===== src/common/soc_bus_pkg.sv =====
/*
 * Peripheral bus definitions shared by the master port, the decoder and every slave.
 */
package soc_bus_pkg;

	// data path width in bits
	localparam int ARCHBITSZ = 32;

	// word address width, the byte offset bits are not carried
	localparam int ADDRBITSZ = 30;

	// one byte enable per data byte
	localparam int SELBITSZ = ARCHBITSZ / 8;

	typedef logic [ARCHBITSZ-1:0] bus_data_t;

	typedef logic [ADDRBITSZ-1:0] bus_addr_t;

	typedef logic [SELBITSZ-1:0] bus_sel_t;

	// bus operation driven by the master
	// code 3 was a swap on the full bus and is not used here
	typedef enum logic [1:0] {
		OP_NOP = 2'd0,
		OP_WRITE = 2'd1,
		OP_READ = 2'd2
	} bus_op_e;

endpackage

===== src/common/soc_map_pkg.sv =====
/*
 * Address map of the system-control slice: slave order, slot sizes, bases and device ids.
 */
package soc_map_pkg;

	typedef logic [1:0] slv_idx_t;

	// slaves in address order, the invalid slave catches the rest
	localparam slv_idx_t SLV_DEVTBL = 2'd0;
	localparam slv_idx_t SLV_GPIO = 2'd1;
	localparam slv_idx_t SLV_RAM = 2'd2;
	localparam slv_idx_t SLV_INVALID = 2'd3;

	localparam int SLAVECOUNT = 4;

	// slot sizes in words
	localparam soc_bus_pkg::bus_addr_t MAPSZ_DEVTBL = 30'd64;
	localparam soc_bus_pkg::bus_addr_t MAPSZ_GPIO = 30'd4;
	localparam soc_bus_pkg::bus_addr_t MAPSZ_RAM = 30'd256;
	localparam soc_bus_pkg::bus_addr_t MAPSZ_INVALID = 30'd1024;

	// slots are packed one after another from word 0
	localparam soc_bus_pkg::bus_addr_t BASE_DEVTBL = 30'd0;
	localparam soc_bus_pkg::bus_addr_t BASE_GPIO = BASE_DEVTBL + MAPSZ_DEVTBL;
	localparam soc_bus_pkg::bus_addr_t BASE_RAM = BASE_GPIO + MAPSZ_GPIO;
	localparam soc_bus_pkg::bus_addr_t MAP_END = BASE_RAM + MAPSZ_RAM;

	// ids reported in the device table
	localparam logic [7:0] DEVID_DEVTBL = 8'd7;
	localparam logic [7:0] DEVID_GPIO = 8'd6;
	localparam logic [7:0] DEVID_RAM = 8'd1;
	localparam logic [7:0] DEVID_INVALID = 8'd0;

	// bit k set when slave k raises interrupts, only the GPIO does
	localparam logic [SLAVECOUNT-1:0] USEINTR_MASK = 4'b0010;

	// software reset request, bit 0 is rst0 and bit 1 is rst1
	typedef logic [1:0] rstreq_t;

endpackage


===== src/sysctl/reset_seq.sv =====
/*
 * System reset sequencer. Stretches rst_p and software reset requests
 * through a down counter and holds the power-off state until rst_p.
 */
`timescale 1ns/1ps

module reset_seq #(
	parameter int RST_CNTR_BITSZ = 16
) (
	input logic clk_w,
	input logic rst_p,
	input soc_map_pkg::rstreq_t rstreq_i,
	output logic sys_rst_o
);

	logic rst0;
	logic rst1;
	logic swwarm;
	logic swcold;
	logic swpwroff;
	logic [RST_CNTR_BITSZ-1:0] rst_cntr;
	logic pwroff_q;

	assign rst0 = rstreq_i[0];
	assign rst1 = rstreq_i[1];

	assign swwarm = !rst0 && rst1;
	// cold reset behaves as a warm one here
	assign swcold = rst0 && rst1;
	assign swpwroff = rst0 && !rst1;

	always_ff @(posedge clk_w) begin
		if (rst_p || swwarm || swcold)
			rst_cntr <= '1;
		else if (rst_cntr != '0)
			rst_cntr <= rst_cntr - 1'b1;
	end

	// once powered off only the board reset brings the system back
	always_ff @(posedge clk_w) begin
		if (rst_p)
			pwroff_q <= 1'b0;
		else if (swpwroff)
			pwroff_q <= 1'b1;
	end

	assign sys_rst_o = (rst_cntr != '0) || pwroff_q;

endmodule


===== config.mk =====
export PLATFORM = sky130hd
export DESIGN_NAME = reset_seq
export DESIGN_NICKNAME = d
export VERILOG_FILES = /design/src/common/soc_bus_pkg.sv /design/src/common/soc_map_pkg.sv /design/src/sysctl/reset_seq.sv
export SDC_FILE = /design/constraint.sdc
export NUM_CORES = 1
export LEC_CHECK = 0
export BUFFER_PORTS_ARGS = -buffer_cell sky130_fd_sc_hd__buf_2
export CAP_MARGIN = 20
export CORE_MARGIN = 2
export CORE_UTILIZATION = 45
export CTS_BUF_LIST = sky130_fd_sc_hd__clkbuf_8
export CTS_CLUSTER_DIAMETER = 120
export DETAILED_ROUTE_END_ITERATION = 16
export GPL_TIMING_DRIVEN = 0
export PLACE_DENSITY = 0.66
export SLEW_MARGIN = 30
export SYNTH_ARGS = -nofsm -noshare
export SYNTH_HDL_FRONTEND = slang
export SYNTH_SLANG_ARGS = --single-unit
export TNS_END_PERCENT = 1

===== constraint.sdc =====
create_clock -name clk_w -period 1.8 [get_ports clk_w]
set_input_delay 0.27 -clock clk_w [delete_from_list [all_inputs] [get_ports clk_w]]
set_output_delay 0.27 -clock clk_w [all_outputs]
set_load 0.02 [all_outputs]

==> metrics.md, run 1 <==
| Metric | Value |
|---|---|
| Status | `finished, violations left` |
| Failing checks | `negative setup slack` |
| Compound-cell area share of the yosys netlist | `0.161` |
| HP Class | `input port to register` |
| Largest net degree at the start of global routing | `11` |
| Syn nets | `~110` |
| Multiplexer share of the synthesized area | `0` |
| RSZ-0062 raised after global routing | `true` |
| Worst r2r src | `rst_cntr[0]` |
| Io pins | `5` |
| Final setup fails | `2` |
| Slew HR | `0.650` |
| Global-route wire length before repair | `3320 um` |
| Routed WL | `2010 um` |
| DRC viols | `0` |
| Final WS setup | `-39.3 ps` |
| Initial antenna violation count | `0` |
| Worst reg-to-reg setup slack | `0 ps` |
| Dpl hpwl | `approximately 1400 um` |
| Cell Count Post-Placement | `137` |
| Total GRT Usage | `0.179` |
| Critical Path End Type | `output port` |
| Initial Utilization | `0.464` |
| Leakage power | `approximately 0.42 nW` |
| Clk Latency, worst-skew pair | `between 200 and 300 ps` |
| CTS root buf | `clkbuf_8` |
| Pre-CTS WS | `-45.0 ps` |
| #FFs+latches synth | `17` |
| Site Rows | `16` |
| Hold endpoint | `pwroff_q` |
| Critical path class | `register to output port` |
| CTS Buf Count | `3` |
| Syn_area_per_cell | `between 8 and 9 um2` |
| Max Root-Sink Buffers | `2` |
| Synth cell types | `34` |
| CP max FO | `5` |
| Max Freq | `0.544 GHz` |
| Arrival @ worst endpoint | `1570 ps` |
| Worst hold start | `rst_p` |
| Vias in the first global route | `780` |
| Maxcap violations | `0` |
| Diode count | `0` |
| Core area | `just under 2000 um2` |
| Synth Area in Adders | `0.0140` |
| Post-Layout Cell Count | `144` |
| Area growth syn-to-layout | `21.7%` |
| Layout cells sized above 1 | `0.256` |
| Antenna Nets Post-Route | `0` |
| GRT overflow | `0` |
| Mapped Cells | `106` |
| Synth Area in XOR/XNOR | `0` |
| Synth Warn # | `0` |
| Clk slew on worst S/H paths | `70 ps` |
| Wire length per cell | `14.0 um` |
| VDD IR-drop max | `570 uV` |
| Critical Path Start Type | `register` |
| Routed vias | `842` |
| PwrDens | `634 nW/um2` |
| Port Buffers | `4` |
| Hold Path Stages | `2` |
| Setup TNS | `-44.2 ps` |
| Final Max Slew Viols | `0` |
| Dominant combinational cell family by area after synthesis | `simple AND/OR/NAND/NOR gates` |
| Final hold vios | `0` |
| Worst-margin pin slew | `520 ps` |
| RePlAce Congestion | `0.700` |
| Final-stage net count | `123` |
| Via/cell ratio | `5.85` |
| Cts hold-fix bufs | `0` |
| FF-to-FF End | `rst_cntr[5]` |
| Post-synthesis simple-gate area fraction | `0.412` |
| Full die area | `around 2400 um2` |
| Die height | `48.5 um` |
| CTS Sinks | `17` |
| Die X | `48.5 um` |
| CTS H-Tree Depth | `1` |
| Post-synth design cell area | `just under 900 um2` |
| Min Tclk post-route | `around 1800 ps` |
| CP Data Required Time | `1530 ps` |
| CTS tree | `done` |
| Drt pass-1 iters | `4` |
| DRT iter0 DRCs | `9` |
| Fillers | `185` |
| Reg2Reg Depth | `8` |
| Sequential fraction of the synthesis area | `0.381` |
| Clock Skews | `roughly 2.2 ps` |
| Final period util | `1.02` |
through the flow:
stage / util / instance area, um2 / hold WS, ps / total power (W)
final: 0.565 / 1090 / 200 / 0.000688
after global routing: 0.565 / 1090 / 210 / 0.000718
after CTS: 0.556 / 1070 / 196 / 0.000698
after detailed placement: 0.492 / 946 / 460 / 0.000411
after global placement: 0.492 / 946 / 442 / 0.000410
after floorplan: - / 892 / 342 / 0.000402
flip-flops by register name, summed over array words and instances (netlist names):
name	cells
pwroff_q	1
rst_cntr	16
Yosys cell counts (all sizes together):
library cell  number  share of area
o311ai             1         0.0098
or2                3          0.021
nor4b              1         0.0098
or4                3          0.034
nor3               8          0.050
nor2              10          0.042
o31ai              2          0.017
or2b               1         0.0084
and4               1         0.0098
o2111ai            1         0.0098
nand3              5          0.028
o41ai              1         0.0098
a21oi              7          0.039
nand4              4          0.028
o211ai             1         0.0084
and2               1         0.0070
nor4               5          0.069
buf                1         0.0056
clkbuf             2         0.0084
dfxtp             17           0.38
ha                 1          0.014
inv                4          0.017
or3                3          0.027
nand2              2         0.0084
o21ai             12          0.067
nor2b              1         0.0070
nand3b             4          0.034
and3               4          0.029
worst max-delay path, cell delays in order, from the launching register on:
cell and delay, ps:
dfxtp_4 360, inv_4 60, ha_4 130, nor4b_4 240, nand4_1 130, or2_4 270
buf_6 130
cell type report:
cell class	count	area (um2)	share of cell area
plain buffers	2	8.76	0.00806
clock buffers	3	41.3	0.0380
clock inverters	1	3.75	0.00346
inverters	4	17.5	0.0161
multi-input cells	82	576	0.530
flip-flops and latches	17	349	0.321
well taps	27	33.8	0.0311
repair buffers	8	56.3	0.0518
routing by layer:
layer,up-vias,GRT usage,part of all wire
li1,430,-,-
met1,405,0.204,0.47
met2,5,0.317,0.50
met3,2,0.0494,0.023
met4,0,0.0714,0.0070
met5,-,0,0
worst max path at each step:
| stage | startpoint | end | slack (ps) | depth (start not counted) |
|---|---|---|---|---|
| after floorplan | rst_cntr[0] | sys_rst_o | 180 | 5 |
| after global placement | rst_cntr[0] | sys_rst_o | -40 | 6 |
| after detailed placement | rst_cntr[0] | sys_rst_o | -40 | 6 |
| after CTS | rst_cntr[1] | sys_rst_o | 7 | 6 |
| after global routing | rst_cntr[0] | sys_rst_o | -100 | 6 |
| final | rst_cntr[0] | sys_rst_o | -40 | 6 |
cell usage in the layout, fill, tap and decap left out, types with 2 or more instances in the layout:
| cell | n |
|---|---|
| dfxtp_1 | 14 |
| nor2_1 | 10 |
| o21ai_0 | 10 |
| nor3_1 | 7 |
| a21oi_1 | 7 |
| nand3_1 | 5 |
| nand4_1 | 4 |
| nand3b_1 | 4 |
| buf_2 | 4 |
| buf_4 | 4 |
| nor4_4 | 3 |
| and3_1 | 3 |
| inv_1 | 3 |
| clkbuf_8 | 3 |
| or4_4 | 2 |
| or2_2 | 2 |
| nor4_1 | 2 |
| o31ai_1 | 2 |
| nand2_1 | 2 |
| or3_1 | 2 |
| o21ai_1 | 2 |
| dfxtp_4 | 2 |
logic make-up after synthesis:
logic type / count (synthesis)
adder cells (fa/ha/maj): 1
AND/OR/NAND/NOR: 56
flip-flops: 17
AO/OA/AOI/OAI: 25
buffers and inverters: 7
power breakdown:
part / internal, W / switching, W / total, W
Combinational: 0.00000978 / 0.0000133 / 0.0000231
Clock: 0.000151 / 0.000131 / 0.000283
Sequential: 0.000378 / 0.00000397 / 0.000382
timing repair:
action | in CTS | in global routing
gates resized for setup | 15 | 4
setup endpoints to repair | 1 | 3
hold endpoints to repair | 0 | 0
setup buffers | 2 | 2
pin swaps | 3 | 2
(Power assumes the default switching activity.)
==> run 2: changes to the inputs <==
--- a/config.mk
+++ b/config.mk
@@ -5,7 +5,7 @@
 export SDC_FILE = /design/constraint.sdc
 export NUM_CORES = 1
 export LEC_CHECK = 0
-export BUFFER_PORTS_ARGS = -buffer_cell sky130_fd_sc_hd__buf_2
+export BUFFER_PORTS_ARGS = -buffer_cell sky130_fd_sc_hd__buf_4
 export CAP_MARGIN = 20
 export CORE_MARGIN = 2
 export CORE_UTILIZATION = 45
==> run 2 against run 1 <==
  * The flow now finishes without violations
  * Worst setup slack better by 59 ps
  * Maximum frequency up 3.3%
  * Total power down 0.21%
  * Via count up 4.8%
  * Largest cell class unchanged
==> metrics.md, run 2 (same netlist as run 1, synthesis figures left out) <==
| Metric | Value |
|---|---|
| Status | `finished clean` |
| Initial antenna violation count | `0` |
| Final period util | `0.989` |
| Slew HR | `0.607` |
| DRC viols | `0` |
| CTS H-Tree Depth | `1` |
| CP Data Required Time | `1530 ps` |
| Total GRT Usage | `0.197` |
| Commonest cells after routing, fill and taps aside | `14 x dfxtp_1, 10 x nor2_1, 10 x o21ai_0, 10 x buf_4` |
| Core area | `1920 um2` |
| Wire length per cell | `about 14 um` |
| Clock power share | `0.404` |
| VDD IR-drop max | `687 uV` |
| Initial Utilization | `0.464` |
| Setup TNS | `0 ps` |
| Worst-margin pin slew | `584 ps` |
| Critical path class | `register to output port` |
| Antenna Nets Post-Route | `0` |
| Clk Latency, worst-skew pair | `250 ps` |
| Die X | `48.5 um` |
| Layout cells sized above 1 | `0.283` |
| Max Freq | `0.562 GHz` |
| GRT overflow | `0` |
| Site Rows | `16` |
| Most common cell after layout, fill and taps aside | `dfxtp_1` |
| RSZ-0062 raised after global routing | `true` |
| Largest stage delay, worst path | `350 ps` |
| Hold slack | `183 ps` |
| Largest register FFs | `16` |
| PwrDens | `~610 nW/um2` |
| Sw frac | `0.210` |
| CTS root buf | `clkbuf_8` |
| Arrival @ worst endpoint | `around 1500 ps` |
| Routed vias | `882` |
| Port Buffers | `4` |
| CP max FO | `4` |
| Seq pwr share | `0.555` |
| Int Pwr | `approximately 0.00054 W` |
| Via/cell ratio | `around 6.0` |
| Critical Path End Type | `output port` |
| DRT iter0 DRCs | `21` |
| Final setup fails | `0` |
| Switching pwr | `approximately 0.00014 W` |
| Reg with most FFs | `rst_cntr` |
| Die height | `48.5 um` |
| Full die area | `2350 um2` |
| Final Max Slew Viols | `0` |
| Drt pass-1 iters | `4` |
| Critical Path Start Type | `register` |
| Crit-path cells | `inv_4 > ha_4 > nor4b_4 > nand4_1 > or2_4 > buf_6` |
| CTS Buf Count | `3` |
| Io pins | `5` |
| Final hold vios | `0` |
| Diode count | `0` |
| Global-route wire length before repair | `3620 um` |
| Area growth syn-to-layout | `26.2%` |
| Maxcap violations | `0` |
| CTS Sinks | `17` |
| FF/Latch Area | `~350 um2` |
| RePlAce Congestion | `just over 0.7` |
| Leakage power | `0.443 nW` |
| Cts hold-fix bufs | `0` |
| Max Root-Sink Buffers | `2` |
| Clock Skews | `2.57 ps` |
| HP Class | `input port to register` |
| Final-stage net count | `126` |
| CTS tree | `done` |
| Area of the multi-input gates | `approximately 580 um2` |
| Min Tclk post-route | `1780 ps` |
| Fillers | `roughly 190` |
| Vias in the first global route | `between 700 and 800` |
| Routed WL | `2130 um` |
| Gate power share | `0.040` |
| Slowest CP cell | `dfxtp_4` |
| Clk slew on worst S/H paths | `around 60 ps` |
| Largest registers | `rst_cntr x16, pwroff_q x1` |
| Largest net degree at the start of global routing | `11` |
| Dpl hpwl | `1380 um` |
[run 2: layer usage]
layer	global-route usage	share of wire	vias to the layer above	wire [um]
met5	0	0	-	0
met4	0.0429	0.0084	0	18
met3	0.0556	0.039	4	83
met2	0.338	0.51	17	1090
met1	0.248	0.44	427	937
li1	-	-	434	-
[run 2: path summary, 6_finish.rpt]
kind	cells past startpoint	endpoint	start	slack (ps)
hold / removal	2	pwroff_q	rst_p	180
setup / recovery	6	sys_rst_o	rst_cntr[1]	20
hold reg to reg	2	pwroff_q	pwroff_q	480
setup reg to reg	4	rst_cntr[15]	rst_cntr[14]	90
[run 2: area by class of cell]
| class | instances | area share |
|---|---|---|
| buffer | 2 | 0.00778 |
| clock buffer | 3 | 0.0367 |
| clock inverter | 1 | 0.00333 |
| inverter | 4 | 0.0178 |
| multi-input combinational | 82 | 0.518 |
| sequential | 17 | 0.310 |
| tap | 27 | 0.0300 |
| timing repair buffer | 11 | 0.0767 |
[run 2: worst max-delay path: cells and delay by family (launching register included)]
family | cells | cell delay, ps
adder cells (fa/ha/maj) | 1 | 140
buffers and inverters | 2 | 180
flip-flops | 1 | 350
AND/OR/NAND/NOR | 3 | 600
[run 2: stage by stage]
step	setup WS, ps	utilization	total power, W	instance area (um2)	std cells
after detailed placement	-57.9	0.497	0.000412	956	137
after CTS	32.9	0.567	0.000694	1090	144
final	19.4	0.586	0.000687	1130	147
after global placement	-38.6	0.497	0.000412	956	137
after floorplan	176	-	0.000402	892	106
after global routing	-72.8	0.586	0.000723	1130	147
[run 2: power groups by stage]
| stage | clock, W | combinational, W | sequential [W] |
|---|---|---|---|
| after floorplan | 0 | 0.0000115 | 0.000391 |
| after global placement | 0 | 0.0000203 | 0.000391 |
| after detailed placement | 0 | 0.0000207 | 0.000392 |
| after CTS | 0.000286 | 0.0000273 | 0.000381 |
| after global routing | 0.000310 | 0.0000319 | 0.000381 |
| final | 0.000278 | 0.0000277 | 0.000381 |
[run 2: what timing repair did]
item                       in CTS  in global routing
setup endpoints to repair       2                  5
resized for setup              15                  4
buffers inserted                4                  3
pin swaps                       5                  1
cloned                          0                  0
==> run 3: changes to the inputs <==
--- a/config.mk
+++ b/config.mk
@@ -14,6 +14,7 @@
 export DETAILED_ROUTE_END_ITERATION = 16
 export GPL_TIMING_DRIVEN = 0
 export PLACE_DENSITY = 0.66
+export SETUP_SLACK_MARGIN = 0.05
 export SLEW_MARGIN = 30
 export SYNTH_ARGS = -nofsm -noshare
 export SYNTH_HDL_FRONTEND = slang
==> constraint.sdc (replaced) <==
create_clock -name clk_w -period 1.8 [get_ports clk_w]
set_input_delay 0.27 -clock clk_w [delete_from_list [all_inputs] [get_ports clk_w]]
set_output_delay 0.27 -clock clk_w [all_outputs]
set_load 0.005 [all_outputs]
==> run 3 against run 2 <==
  * Total power shrank 0.15%
  * Clock skew shrank 0.93 ps
  * Via count shrank 4.2%
  * Final cell count shrank 2.0%
  * Combinational power is essentially flat
  * Sequential power is essentially flat
  * Global-route usage shrank 0.37 points
  * Utilization shrank 1.0 points
  * Maximum frequency shrank 0.82%
  * Clock power is essentially flat
  * Cell area shrank 1.8%
  * Largest power group unchanged
==> metrics.md, run 3 (same netlist as run 1, synthesis figures left out) <==
| Metric | Value |
|---|---|
| Via/cell ratio | `between 5 and 6` |
| Slew HR | `0.622` |
| Critical path class | `register to output port` |
| VDD IR-drop max | `695 uV` |
| Core area | `1920 um2` |
| CTS Sinks | `17` |
| GRT overflow | `0` |
| Io pins | `5` |
| Arrival @ worst endpoint | `1530 ps` |
| CP Data Required Time | `between 1500 and 2000 ps` |
| DRC viols | `0` |
| Final hold vios | `0` |
| Reg2Reg Depth | `7` |
| Clk slew on worst S/H paths | `60 ps` |
| Full die area | `roughly 2400 um2` |
| CTS tree | `done` |
| RePlAce Congestion | `0.727` |
| Diode count | `0` |
| Dpl hpwl | `1380 um` |
| DRT iter0 DRCs | `22` |
| Largest register FFs | `16` |
| Critical Path End Type | `output port` |
| Fillers | `191` |
| Global-route wire length before repair | `roughly 3600 um` |
| Routed vias | `845` |
| CTS H-Tree Depth | `1` |
| Drt pass-1 iters | `4` |
| Clk Latency, worst-skew pair | `250 ps` |
| Total GRT Usage | `0.194` |
| Pre-CTS WS | `-35.6 ps` |
| CTS Buf Count | `3` |
| CP max FO | `4` |
| Max Freq | `~0.56 GHz` |
| Final Max Slew Viols | `0` |
| Critical Path Start Type | `register` |
| HP Class | `input port to register` |
| Die X | `48.5 um` |
| Initial antenna violation count | `0` |
| Port Buffers | `4` |
| PwrDens | `620 nW/um2` |
| Site Rows | `16` |
| Final setup fails | `0` |
| Vias in the first global route | `786` |
| Status | `finished clean` |
| Setup TNS | `0 ps` |
| Hold Path Stages | `2` |
| Reg with most FFs | `rst_cntr` |
| Final period util | `0.997` |
| RSZ-0062 raised after global routing | `true` |
| Layout cells sized above 1 | `0.282` |
| Max Root-Sink Buffers | `2` |
| Antenna Nets Post-Route | `0` |
| Initial Utilization | `0.464` |
| Maxcap violations | `0` |
| Cts hold-fix bufs | `0` |
| Largest net degree at the start of global routing | `11` |
| Leakage power | `approximately 0.43 nW` |
| Most common cell after layout, fill and taps aside | `dfxtp_1` |
| Min Tclk post-route | `1800 ps` |
| Final-stage net count | `123` |
| Worst-margin pin slew | `about 560 ps` |
| Area growth syn-to-layout | `24.0%` |
| Wire length per cell | `approximately 14 um` |
| Die height | `48.5 um` |
| Clock Skews | `around 1.6 ps` |
| Commonest cells after routing, fill and taps aside | `12 x dfxtp_1, 10 x nor2_1, 10 x o21ai_0` |
| Final WS setup | `approximately 4.8 ps` |
| Hold slack | `185 ps` |
| Largest registers | `rst_cntr x16, pwroff_q x1` |
| CTS root buf | `clkbuf_8` |
| Routed WL | `~2100 um` |
==> run 3: cell count changes in the layout (fill, tap and decap cells not counted), sizes merged <==
cell / before / now
buf: 12 / 9
==> run 3: critical path: stages (launching register included) <==
cell and delay, ps:
dfxtp_4 360, inv_4 60, ha_4 140, nor4b_4 220
nand4_1 130, or2_4 250, buf_6 110
==> run 3: layer usage <==
metal	vias to the layer above	global-route usage	routed length [um]	share of wire
met5	-	0	0	0
met3	4	0.0556	67	0.032
met1	405	0.241	962	0.46
met2	11	0.333	1030	0.50
li1	425	-	-	-
met4	0	0.0429	20	0.0096
==> run 3: path summary, 6_finish.rpt <==
path | slack [ps] | end | start
max reg2reg | 110 | rst_cntr[5] | rst_cntr[0]
max | 5 | sys_rst_o | rst_cntr[0]
min | 190 | pwroff_q | rst_p
min reg2reg | 480 | pwroff_q | pwroff_q
==> run 3: cell type report <==
cell class / instances / area [um2] / area share
multi-input combinational: 82 / 583 / 0.527
sequential: 17 / 354 / 0.320
timing repair buffer: 8 / 63.8 / 0.0577
clock buffer: 3 / 41.3 / 0.0373
tap: 27 / 33.8 / 0.0305
inverter: 4 / 17.5 / 0.0158
buffer: 2 / 8.76 / 0.00792
clock inverter: 1 / 3.75 / 0.00339
==> run 3: report_power, final <==
part / total, W / leakage (nW) / switching, W / internal, W
Combinational: 0.0000274 / 0.262 / 0.0000144 / 0.0000130
Sequential: 0.000380 / 0.137 / 0.00000344 / 0.000377
Clock: 0.000278 / 0.0269 / 0.000127 / 0.000151
==> run 3: timing repair <==
| item | CTS | global route |
|---|---|---|
| endpoints found under the setup margin | 8 | 9 |
| buffers inserted | 3 | 1 |
| resized for setup | 14 | 7 |
| pin swaps | 5 | 1 |
==> run 3: stage by stage <==
stage	util	area, um2	std cells	power [W]
after floorplan	-	892	106	0.000402
after global placement	0.497	956	137	0.000412
after CTS	0.563	1080	143	0.000693
after global routing	0.576	1110	144	0.000721
after detailed placement	0.497	956	137	0.000412
final	0.576	1110	144	0.000686
